===== config.mk =====
export PLATFORM = sky130hd
export DESIGN_NAME = decode_execute
export DESIGN_NICKNAME = d
export VERILOG_FILES = /design/src/hw/cpu_pkg.sv /design/src/hw/decode_execute.sv /design/src/hw/alu_exec.sv /design/src/hw/id_ex.sv /design/src/hw/instr_decode.sv /design/src/hw/reg_file.sv
export VERILOG_INCLUDE_DIRS = /design/src /design/src/include
export SDC_FILE = /design/constraint.sdc
export NUM_CORES = 1
export LEC_CHECK = 0
export BUFFER_PORTS_ARGS = -buffer_cell sky130_fd_sc_hd__buf_2
export CAP_MARGIN = 20
export CORE_ASPECT_RATIO = 0.7
export CORE_MARGIN = 1
export CORE_UTILIZATION = 46
export CTS_CLUSTER_DIAMETER = 100
export DETAILED_ROUTE_END_ITERATION = 7
export SYNTH_ARGS = -nofsm -noshare
export SYNTH_HDL_FRONTEND = slang
export SYNTH_HIERARCHICAL = 1
export SYNTH_SLANG_ARGS = --single-unit

===== constraint.sdc =====
create_clock -name clk -period 3.95 [get_ports clk]
set_input_delay 0.5925 -clock clk [delete_from_list [all_inputs] [get_ports clk]]
set_output_delay 0.5925 -clock clk [all_outputs]
set_load 0.02 [all_outputs]

===== src/include/cpu_consts.svh =====
`ifndef CPU_CONSTS_SVH
`define CPU_CONSTS_SVH

// datapath sizes
`define CPU_DATA_W     16
`define CPU_REG_N      8
`define CPU_REG_IDX_W  3
`define CPU_OPCODE_W   5
`define CPU_FUNC_W     2
`define CPU_SEL_W      2

// opcodes, 0 doubles as the reset nop
`define OP_NOP    5'b00000
`define OP_HALT   5'b00001
`define OP_JAL    5'b00110
`define OP_ADDI   5'b01000
`define OP_SUBI   5'b01001
`define OP_XORI   5'b01010
`define OP_ANDNI  5'b01011
`define OP_BEQZ   5'b01100
`define OP_BNEZ   5'b01101
`define OP_ST     5'b10000
`define OP_LD     5'b10001
`define OP_LBI    5'b11000
`define OP_ALU    5'b11011

// immediate alu opcodes carry these in their low two bits
`define FUNC_ADD  2'b00
`define FUNC_SUB  2'b01
`define FUNC_XOR  2'b10
`define FUNC_ANDN 2'b11

`define SEL_ALU   2'd0
`define SEL_IMM   2'd1
`define SEL_PC2   2'd2

`endif

===== src/hw/cpu_pkg.sv =====
`include "cpu_consts.svh"

package cpu_pkg;

  // data word, also used for pc and immediates
  typedef logic [`CPU_DATA_W-1:0] word_t;

  typedef logic [`CPU_REG_IDX_W-1:0] reg_idx_t;

  typedef logic [`CPU_OPCODE_W-1:0] opcode_t;

  typedef logic [`CPU_FUNC_W-1:0] func_t;

  // result source in execute
  typedef logic [`CPU_SEL_W-1:0] result_sel_t;

endpackage


===== src/hw/decode_execute.sv =====
`timescale 1ns/1ps

module decode_execute (
  input  logic              clk,
  input  logic              rst_n,
  input  cpu_pkg::word_t    instr,
  input  cpu_pkg::word_t    pc,
  input  logic              stall,
  input  logic              nop,
  input  logic              wb_en,
  input  cpu_pkg::reg_idx_t wb_reg,
  input  cpu_pkg::word_t    wb_data,
  output cpu_pkg::word_t    ex_result,
  output cpu_pkg::reg_idx_t ex_rd,
  output logic              ex_reg_write,
  output logic              ex_mem_read,
  output logic              ex_mem_write,
  output logic              ex_mem_to_reg,
  output logic              ex_branch_taken,
  output cpu_pkg::word_t    ex_branch_target,
  output logic              ex_halt,
  output logic              ex_stalled
);

  import cpu_pkg::*;

  reg_idx_t    rs_idx, rt_idx;
  word_t       rs_data_d, rt_data_d, imm_d;
  opcode_t     opcode_d;
  func_t       func_d;
  result_sel_t result_sel_d;
  reg_idx_t    rd_d;
  logic        reg_write_d, mem_read_d, mem_write_d, mem_to_reg_d;
  logic        branch_d, save_pc_d, halt_d;

  word_t       rs_data_x, rt_data_x, imm_x, pc_x;
  opcode_t     opcode_x;
  func_t       func_x;
  result_sel_t result_sel_x;
  reg_idx_t    rd_x;
  logic        reg_write_x, mem_read_x, mem_write_x, mem_to_reg_x;
  logic        branch_x, save_pc_x, halt_x, nop_x;

  // write port stands in for write-back
  reg_file u_reg_file (
    .clk(clk), .rst_n(rst_n),
    .rd_addr_a(rs_idx), .rd_addr_b(rt_idx),
    .rd_data_a(rs_data_d), .rd_data_b(rt_data_d),
    .wr_en(wb_en), .wr_addr(wb_reg), .wr_data(wb_data)
  );

  instr_decode u_instr_decode (
    .instr(instr), .rs(rs_idx), .rt(rt_idx), .rd(rd_d), .imm(imm_d),
    .opcode(opcode_d), .func(func_d), .result_sel(result_sel_d),
    .reg_write(reg_write_d), .mem_read(mem_read_d), .mem_write(mem_write_d),
    .mem_to_reg(mem_to_reg_d), .branch(branch_d), .save_pc(save_pc_d), .halt(halt_d)
  );

  id_ex u_id_ex (
    .clk(clk), .rst_n(rst_n), .stall_d(stall), .nop_d(nop),
    .rs_data_d(rs_data_d), .rt_data_d(rt_data_d), .imm_d(imm_d), .pc_d(pc),
    .opcode_d(opcode_d), .func_d(func_d), .result_sel_d(result_sel_d), .rd_d(rd_d),
    .reg_write_d(reg_write_d), .mem_read_d(mem_read_d), .mem_write_d(mem_write_d),
    .mem_to_reg_d(mem_to_reg_d), .branch_d(branch_d), .save_pc_d(save_pc_d),
    .halt_d(halt_d),
    .rs_data_x(rs_data_x), .rt_data_x(rt_data_x), .imm_x(imm_x), .pc_x(pc_x),
    .opcode_x(opcode_x), .func_x(func_x), .result_sel_x(result_sel_x), .rd_x(rd_x),
    .reg_write_x(reg_write_x), .mem_read_x(mem_read_x), .mem_write_x(mem_write_x),
    .mem_to_reg_x(mem_to_reg_x), .branch_x(branch_x), .save_pc_x(save_pc_x),
    .halt_x(halt_x), .nop_x(nop_x), .stall_x(ex_stalled)
  );

  alu_exec u_alu_exec (
    .rs_data(rs_data_x), .rt_data(rt_data_x), .imm(imm_x), .pc(pc_x),
    .opcode(opcode_x), .func(func_x), .result_sel(result_sel_x), .rd(rd_x),
    .reg_write(reg_write_x), .mem_read(mem_read_x), .mem_write(mem_write_x),
    .mem_to_reg(mem_to_reg_x), .branch(branch_x), .save_pc(save_pc_x),
    .halt(halt_x), .nop(nop_x),
    .result(ex_result), .rd_out(ex_rd), .reg_write_out(ex_reg_write),
    .mem_read_out(ex_mem_read), .mem_write_out(ex_mem_write),
    .mem_to_reg_out(ex_mem_to_reg), .branch_taken(ex_branch_taken),
    .branch_target(ex_branch_target), .halt_out(ex_halt)
  );

endmodule


===== src/hw/alu_exec.sv =====
`timescale 1ns/1ps
`include "cpu_consts.svh"

module alu_exec (
  input  cpu_pkg::word_t       rs_data,
  input  cpu_pkg::word_t       rt_data,
  input  cpu_pkg::word_t       imm,
  input  cpu_pkg::word_t       pc,
  input  cpu_pkg::opcode_t     opcode,
  input  cpu_pkg::func_t       func,
  input  cpu_pkg::result_sel_t result_sel,
  input  cpu_pkg::reg_idx_t    rd,
  input  logic                 reg_write, mem_read, mem_write, mem_to_reg,
  input  logic                 branch, save_pc, halt, nop,
  output cpu_pkg::word_t       result,
  output cpu_pkg::reg_idx_t    rd_out,
  output logic                 reg_write_out, mem_read_out, mem_write_out, mem_to_reg_out,
  output logic                 branch_taken,
  output cpu_pkg::word_t       branch_target,
  output logic                 halt_out
);

  import cpu_pkg::*;

  word_t pc_plus2;
  word_t op_b;
  word_t alu_out;
  func_t alu_func;
  logic  is_mem;
  logic  rs_zero;
  logic  take;

  assign pc_plus2 = pc + word_t'(2);
  assign is_mem   = (opcode == `OP_LD) || (opcode == `OP_ST);
  assign op_b     = (opcode == `OP_ALU) ? rt_data : imm;
  // address generation always adds
  assign alu_func = is_mem ? `FUNC_ADD : func;

  always_comb begin
    case (alu_func)
      `FUNC_ADD: alu_out = rs_data + op_b;
      `FUNC_SUB: alu_out = op_b - rs_data;
      `FUNC_XOR: alu_out = rs_data ^ op_b;
      default:   alu_out = rs_data & ~op_b;
    endcase
  end

  always_comb begin
    case (result_sel)
      `SEL_IMM: result = imm;
      `SEL_PC2: result = pc_plus2;
      default:  result = alu_out;
    endcase
  end

  assign rs_zero = (rs_data == '0);
  assign take    = branch && ((opcode == `OP_BEQZ) ? rs_zero : !rs_zero);

  assign branch_target = pc_plus2 + imm;
  // link register for jal
  assign rd_out = save_pc ? reg_idx_t'(`CPU_REG_N - 1) : rd;

  // a squashed instruction must not change any state
  assign reg_write_out  = reg_write && !nop;
  assign mem_read_out   = mem_read && !nop;
  assign mem_write_out  = mem_write && !nop;
  assign mem_to_reg_out = mem_to_reg && !nop;
  assign branch_taken   = take && !nop;
  assign halt_out       = halt && !nop;

endmodule


===== src/hw/id_ex.sv =====
`timescale 1ns/1ps

module id_ex (
  input  logic                 clk,
  input  logic                 rst_n,
  input  logic                 stall_d,
  input  logic                 nop_d,
  input  cpu_pkg::word_t       rs_data_d, rt_data_d, imm_d, pc_d,
  input  cpu_pkg::opcode_t     opcode_d,
  input  cpu_pkg::func_t       func_d,
  input  cpu_pkg::result_sel_t result_sel_d,
  input  cpu_pkg::reg_idx_t    rd_d,
  input  logic                 reg_write_d, mem_read_d, mem_write_d, mem_to_reg_d,
  input  logic                 branch_d, save_pc_d, halt_d,
  output cpu_pkg::word_t       rs_data_x, rt_data_x, imm_x, pc_x,
  output cpu_pkg::opcode_t     opcode_x,
  output cpu_pkg::func_t       func_x,
  output cpu_pkg::result_sel_t result_sel_x,
  output cpu_pkg::reg_idx_t    rd_x,
  output logic                 reg_write_x, mem_read_x, mem_write_x, mem_to_reg_x,
  output logic                 branch_x, save_pc_x, halt_x,
  output logic                 nop_x,
  output logic                 stall_x
);

  import cpu_pkg::*;

  localparam int STAGE_W = 4 * $bits(word_t) + $bits(opcode_t) + $bits(func_t)
                         + $bits(result_sel_t) + $bits(reg_idx_t) + 7;

  logic [STAGE_W-1:0] stage_d;
  logic [STAGE_W-1:0] stage_next;
  logic [STAGE_W-1:0] stage_q;

  assign stage_d = {rs_data_d, rt_data_d, imm_d, pc_d, opcode_d, func_d, result_sel_d,
                    rd_d, reg_write_d, mem_read_d, mem_write_d, mem_to_reg_d,
                    branch_d, save_pc_d, halt_d};

  // stall recirculates the current contents
  assign stage_next = stall_d ? stage_q : stage_d;

  always_ff @(posedge clk or negedge rst_n) begin
    if (!rst_n) begin
      stage_q <= '0;
      nop_x   <= 1'b0;
      stall_x <= 1'b0;
    end else begin
      stage_q <= stage_next;
      nop_x   <= nop_d;
      stall_x <= stall_d;
    end
  end

  assign {rs_data_x, rt_data_x, imm_x, pc_x, opcode_x, func_x, result_sel_x,
          rd_x, reg_write_x, mem_read_x, mem_write_x, mem_to_reg_x,
          branch_x, save_pc_x, halt_x} = stage_q;

endmodule


===== src/hw/instr_decode.sv =====
`timescale 1ns/1ps
`include "cpu_consts.svh"

module instr_decode (
  input  cpu_pkg::word_t       instr,
  output cpu_pkg::reg_idx_t    rs,
  output cpu_pkg::reg_idx_t    rt,
  output cpu_pkg::reg_idx_t    rd,
  output cpu_pkg::word_t       imm,
  output cpu_pkg::opcode_t     opcode,
  output cpu_pkg::func_t       func,
  output cpu_pkg::result_sel_t result_sel,
  output logic                 reg_write,
  output logic                 mem_read,
  output logic                 mem_write,
  output logic                 mem_to_reg,
  output logic                 branch,
  output logic                 save_pc,
  output logic                 halt
);

  import cpu_pkg::*;

  word_t sext5;
  word_t zext5;
  word_t sext8;
  word_t sext11;

  assign opcode = opcode_t'(instr[15:11]);
  assign rs     = instr[10:8];
  assign rt     = instr[7:5];

  // candidate immediates
  assign sext5  = {{(`CPU_DATA_W-5){instr[4]}}, instr[4:0]};
  assign zext5  = {{(`CPU_DATA_W-5){1'b0}}, instr[4:0]};
  assign sext8  = {{(`CPU_DATA_W-8){instr[7]}}, instr[7:0]};
  assign sext11 = {{(`CPU_DATA_W-11){instr[10]}}, instr[10:0]};

  always_comb begin
    rd         = instr[7:5];
    imm        = '0;
    func       = `FUNC_ADD;
    result_sel = `SEL_ALU;
    reg_write  = 1'b0;
    mem_read   = 1'b0;
    mem_write  = 1'b0;
    mem_to_reg = 1'b0;
    branch     = 1'b0;
    save_pc    = 1'b0;
    halt       = 1'b0;
    case (opcode)
      `OP_ALU: begin
        rd        = instr[4:2];
        func      = instr[1:0];
        reg_write = 1'b1;
      end
      `OP_ADDI, `OP_SUBI: begin
        imm       = sext5;
        func      = opcode[1:0];
        reg_write = 1'b1;
      end
      `OP_XORI, `OP_ANDNI: begin
        imm       = zext5;
        func      = opcode[1:0];
        reg_write = 1'b1;
      end
      `OP_LBI: begin
        // lbi loads into the rs field
        rd         = instr[10:8];
        imm        = sext8;
        result_sel = `SEL_IMM;
        reg_write  = 1'b1;
      end
      `OP_LD: begin
        imm        = sext5;
        mem_read   = 1'b1;
        mem_to_reg = 1'b1;
        reg_write  = 1'b1;
      end
      `OP_ST: begin
        imm       = sext5;
        mem_write = 1'b1;
      end
      `OP_BEQZ, `OP_BNEZ: begin
        imm    = sext8;
        branch = 1'b1;
      end
      `OP_JAL: begin
        rd         = reg_idx_t'(`CPU_REG_N - 1);
        imm        = sext11;
        result_sel = `SEL_PC2;
        save_pc    = 1'b1;
        reg_write  = 1'b1;
      end
      `OP_HALT: halt = 1'b1;
      // OP_NOP and anything unknown leave all controls off
      default: ;
    endcase
  end

endmodule


===== src/hw/reg_file.sv =====
`timescale 1ns/1ps
`include "cpu_consts.svh"

module reg_file (
  input  logic             clk,
  input  logic             rst_n,
  input  cpu_pkg::reg_idx_t rd_addr_a,
  input  cpu_pkg::reg_idx_t rd_addr_b,
  output cpu_pkg::word_t   rd_data_a,
  output cpu_pkg::word_t   rd_data_b,
  input  logic             wr_en,
  input  cpu_pkg::reg_idx_t wr_addr,
  input  cpu_pkg::word_t   wr_data
);

  import cpu_pkg::*;

  word_t regs [`CPU_REG_N];

  always_ff @(posedge clk or negedge rst_n) begin
    if (!rst_n) begin
      for (int i = 0; i < `CPU_REG_N; i++) begin
        regs[i] <= '0;
      end
    end else if (wr_en) begin
      regs[wr_addr] <= wr_data;
    end
  end

  // no write bypass, a write shows up after the edge
  assign rd_data_a = regs[rd_addr_a];
  assign rd_data_b = regs[rd_addr_b];

endmodule


======== Yosys cells after proc, flatten, opt, wreduce, memory -nomap -nowiden ========
Cells that the tools add are included.
word-level totals
  bits of input ports ..................... 56
  output and inout port bits .............. 42
  word-level logic and storage cells ...... 89
  register bits after elaboration ......... 213
operators by class
  bitwise operators ....................... 6
  add/sub/neg operators ................... 4
  reduce and logical (&&, ||, !) cells .... 19
  multiplexer cells ....................... 25
  equality and inequality tests ........... 20
  order comparisons ....................... 4
operator list
  kind                     count
  $bwmux W128              1
  $bmux W16 S3             2
  $mux W16                 6
  $pmux W16 S4             1
  $demux W16 S3            1
  $pmux W16 S3             1
  $eq A5 B4 Y1 const B     7
  $eq A5 B5 Y1 const B     7
  $add A16 B16 Y16         2
  $pmux W16 S2             1
  $add A16 B2 Y16 const B  1
  $and A16 B16 Y16         1
  $logic_not A16 Y1        1
  $not A16 Y16             1
  $sub A16 B16 Y16         1
  $xor A16 B16 Y16         1
  $ge A4 B4 Y1 const B     3
  $not A3 Y4               3
  $pmux W3 S3              1
  $logic_and A1 B1 Y1      8
  $pmux W2 S2              2
  $reduce_or A4 Y1         2
  $reduce_or A8 Y1         1
  $mux W1                  7
  other kinds (12)         16

======== Logic depth before layout (Yosys ltp) ========
  word-level depth ........................ 6
  depth in mapped cells ................... 14

======== Modules after synthesis ========
The synthesis kept the hierarchy.
modules (own cells, without submodules)
  module        seq. area each (um^2)  cells an instance  times used  area each (um^2)
  reg_file      3203.1                 393                1           7000.5
  id_ex         2127.0                 177                1           3480.8
  alu_exec      0.0                    433                1           3060.4
  instr_decode  0.0                    105                1           753.2

======== Worst setup path after synthesis ========
Ideal clock, no wire load.
  kind .................................... register to output
  start ................................... register u_id_ex.stage_q[15]
  end ..................................... output ex_result[13]
  stages on the path, launching flop included .. 12
  slack ................................... -85 ps
  path buffers ............................ 1
  data arrival time ....................... 3443 ps
  cells stage by stage .................... dfrtp_1 -> or4b_4 -> and3b_1 -> buf_6 -> mux2i_1 -> ha_1 -> nor2b_1 -> o31a_1 -> o31ai_1 -> a21oi_1 -> mux2_2 -> a221oi_1
between the ends
  cells in the longest elaborated chain, start to end .. 6
  elaborated cells between the ends (all ways) .. 16
RTL lines
  element                                                                   line                  RTL
  start, declared                                                           id_ex.sv:33           logic [STAGE_W-1:0] stage_q;
  start signal, assigned                                                    id_ex.sv:48           stage_q <= stage_next;
  parallel branches: the longest is 4 deep, another holds $sub A16 B16 Y16  n/a
  $pmux W16 S3 *                                                            alu_exec.sv:40        case (alu_func)
  $pmux W16 S2 *                                                            alu_exec.sv:49        case (result_sel)
  end, declared                                                             decode_execute.sv:13  output cpu_pkg::word_t ex_result,
Mark *: on every way between the ends.

======== Worst setup path in the final report ========
  start ................................... register u_id_ex.stage_q[16]
  end ..................................... output ex_result[14]
Same word-level chain as after synthesis.

==> run summary <==
Final #Nets: 1325
Post-layout min period: 4450 ps
Routability cong.: 0.940
Clk buf depth: 3
Synth warnings: 6
Final worst slack: -501 ps
P&R area growth vs syn: 14.7%
Post-DR wirelength/cell: 22.2 microns
Routed WL: 36500 microns
Leak Pwr: 7.55 nW
First-pass GRT wire length: 56000 microns
Residual DRC: 0
Crit path required time: 3360 ps
List of most frequent post-synthesis cells: dfrtp_1, mux2_2, mux2_4
Crit Path Class: flip-flop to primary output
Worst-Margin Slew: 992 ps
Clock skew: 12.3 ps
# port buffers: 97
Setup slack, reg-to-reg: 2350 ps
I/O Pins: 98
Status: finished with violations
Failing checks: negative setup slack
TritonCTS clock tree: built
Layout cells sized above 1: 44.4%
Dpl hpwl: 25500 microns
Syn_area_per_cell: 12.9 sq um
Ranking of synthesized cells by area: dfrtp_1, mux2_2, mux4_1
Root Driver: clkbuf_16
Post-route ant nets: 0
Pin count of the biggest net entering global routing: 100
Sequential share of the synthesized area: 37.3%
GRT Residual Overflow: 0
Final setup vio count: 13
Initial Utilization: 47.2%
Max Cap Viol: 0
# hold bufs at CTS: 0
FF-to-FF path depth: 3
Startpoint types: flip-flop
Top FF cell, synth: dfrtp_1
Chip Height: 149 microns
Core ar.: 0.0303 sq mm
Initial DRC Count: 714
Setup TNS: -3990 ps
Via-to-Cell Ratio: 5.85
Max-slew headroom: 33.9%
Post-synth top area share: 37.3%
Critical Path AT: 3860 ps
RSZ-0062 raised after global routing: yes
FF-to-FF Start: u_reg_file/regs[99]$_DFFE_PN0P_
H-tree depth: 1
FF-to-FF End: u_id_ex/stage_q[70]$_DFFE_PN0N_
Crit path max fanout: 5
Cell taking the most area after synthesis: dfrtp_1
Most common cell in the netlist: dfrtp_1
Diode count: 0
Count of flip-flops with a built-in enable after synthesis: 0
DR pass1 iterations: 5
Register bit total from synthesis: 213
Unique masters post-synth: 79
Clock transition at path regs: 60 ps
Pwr dens: 525 mW/mm^2
Pins Over Slew Limit: 0
CTS buffer count: 22
CTS sink cnt: 213
Final worst-path cycle share: 113%
Synthesized area: 0.0143 sq mm
Initial antenna violation count: 1
Full die area: 0.0318 sq mm
Clock latency on the worst-skew pair: 520 ps
Number of fill cells: 2584
Synthesized instance count: 1108
Pre-CTS setup slack: -70.1 ps
Worst vdd ir: 372 uV
Syn nets: 1215
Vias in the first global route: 9497
Fmax: 225 MHz
Total number of vias: 9625
Fin. Hold Viols: 0
Total GRT Usage: 23.1%
Hold Path Class: input pin to async pin
Crit. End Element: primary output
Row count: 53
Asr flop ratio synth: 100%
Die width: 213 microns
through the flow:
stage	instances	instance area, sq um	util (%)	hold WS (ps)	total power [W]
after global routing	1645	16400	54.1	108	0.00908
after global placement	1589	15100	49.9	482	0.00606
after floorplan	1108	14300	-	297	0.00513
final	1645	16400	54.1	77.3	0.00861
after CTS	1644	16200	53.4	92.4	0.00850
after detailed placement	1589	15100	49.9	490	0.00611
flip-flops by register name (all words and copies together) (netlist names):
signal and flops:
u_id_ex/stage_q 83, u_id_ex/nop_x 1, u_id_ex/stall_x 1, u_reg_file/regs 128
cell families (layout without fill, tap and decap cells):
kind of cell             after synthesis  in the layout  share of synthesized area, %
XOR/XNOR                              51             51                          3.12
flip-flops                           213            213                          37.3
adder cells (fa/ha/maj)               51             51                          4.57
AO/OA/AOI/OAI                        173            173                          8.09
AND/OR/NAND/NOR                      173            173                          7.40
multiplexers                         326            326                          33.9
buffers and inverters                121            246                          5.65
cell usage in the layout (no fill, tap or decap), drive strengths merged, types with 9 or more instances in the layout:
cell	instances
a211oi	11
a21oi	51
a221oi	15
buf	168
clkbuf	35
dfrtp	213
ha	49
inv	38
mux2	244
mux2i	18
mux4	64
nand2	29
nand2b	10
nand3	11
nand4	9
nor2	43
nor2b	10
o21ai	28
o21bai	9
xnor2	34
xor2	17
timing repair:
item                                    CTS  global route
endpoints found under the hold margin     0             0
resized for setup                        60            40
endpoints found under the setup margin   16            18
setup buffers                            18             2
pin swaps                                24            14
power by group:
group | leakage (nW) | internal, W | switching, W
registers | 2.59 | 0.00263 | 0.000406
clock network | 0.352 | 0.00122 | 0.000882
logic | 4.62 | 0.00183 | 0.00164
total | 7.55 | 0.00569 | 0.00293
per-layer routing:
metal  track usage [%]  part of all wire (%)  vias up
li1                  -                     -     4441
met1              36.4                    51     4926
met2              33.2                    43      220
met3              4.30                   5.1       36
met4              3.27                   1.1        2
met5                 0                 0.022        -
how the worst max path moves through the flow:
| stage | from | to | slack (ps) | depth (start not counted) |
|---|---|---|---|---|
| after floorplan | u_id_ex/stage_q[15]$_DFFE_PN0N_ | ex_result[10] | 20 | 12 |
| after global placement | u_id_ex/stage_q[16]$_DFFE_PN0N_ | ex_result[9] | -30 | 11 |
| after detailed placement | u_id_ex/stage_q[16]$_DFFE_PN0N_ | ex_result[9] | -70 | 11 |
| after CTS | u_id_ex/stage_q[15]$_DFFE_PN0N_ | ex_result[12] | -440 | 12 |
| after global routing | u_id_ex/stage_q[16]$_DFFE_PN0N_ | ex_result[14] | -640 | 12 |
| final | u_id_ex/stage_q[16]$_DFFE_PN0N_ | ex_result[14] | -500 | 12 |
cell type report:
cell class                 count  area [sq um]  area share, %
inverter                      38           143          0.870
sequential                   213          5330           32.5
timing repair buffer         169          1110           6.77
tap                          412           515           3.14
multi-input combinational    774          8580           52.3
clock buffer                  34           667           4.07
clock inverter                 5          52.6          0.320
critical path, cell delays in order (launching register included):
cell and delay [ps]:
dfrtp_1 390, or4b_4 570, and3b_2 270, a21oi_2 140, xnor2_1 80, ha_2 390, nand2_2 80, o211ai_1 270
or3b_4 470, a31oi_4 230, o221ai_2 120, nor2_1 160, buf_4 170
Note: power is estimated with default switching activity, not from simulation.
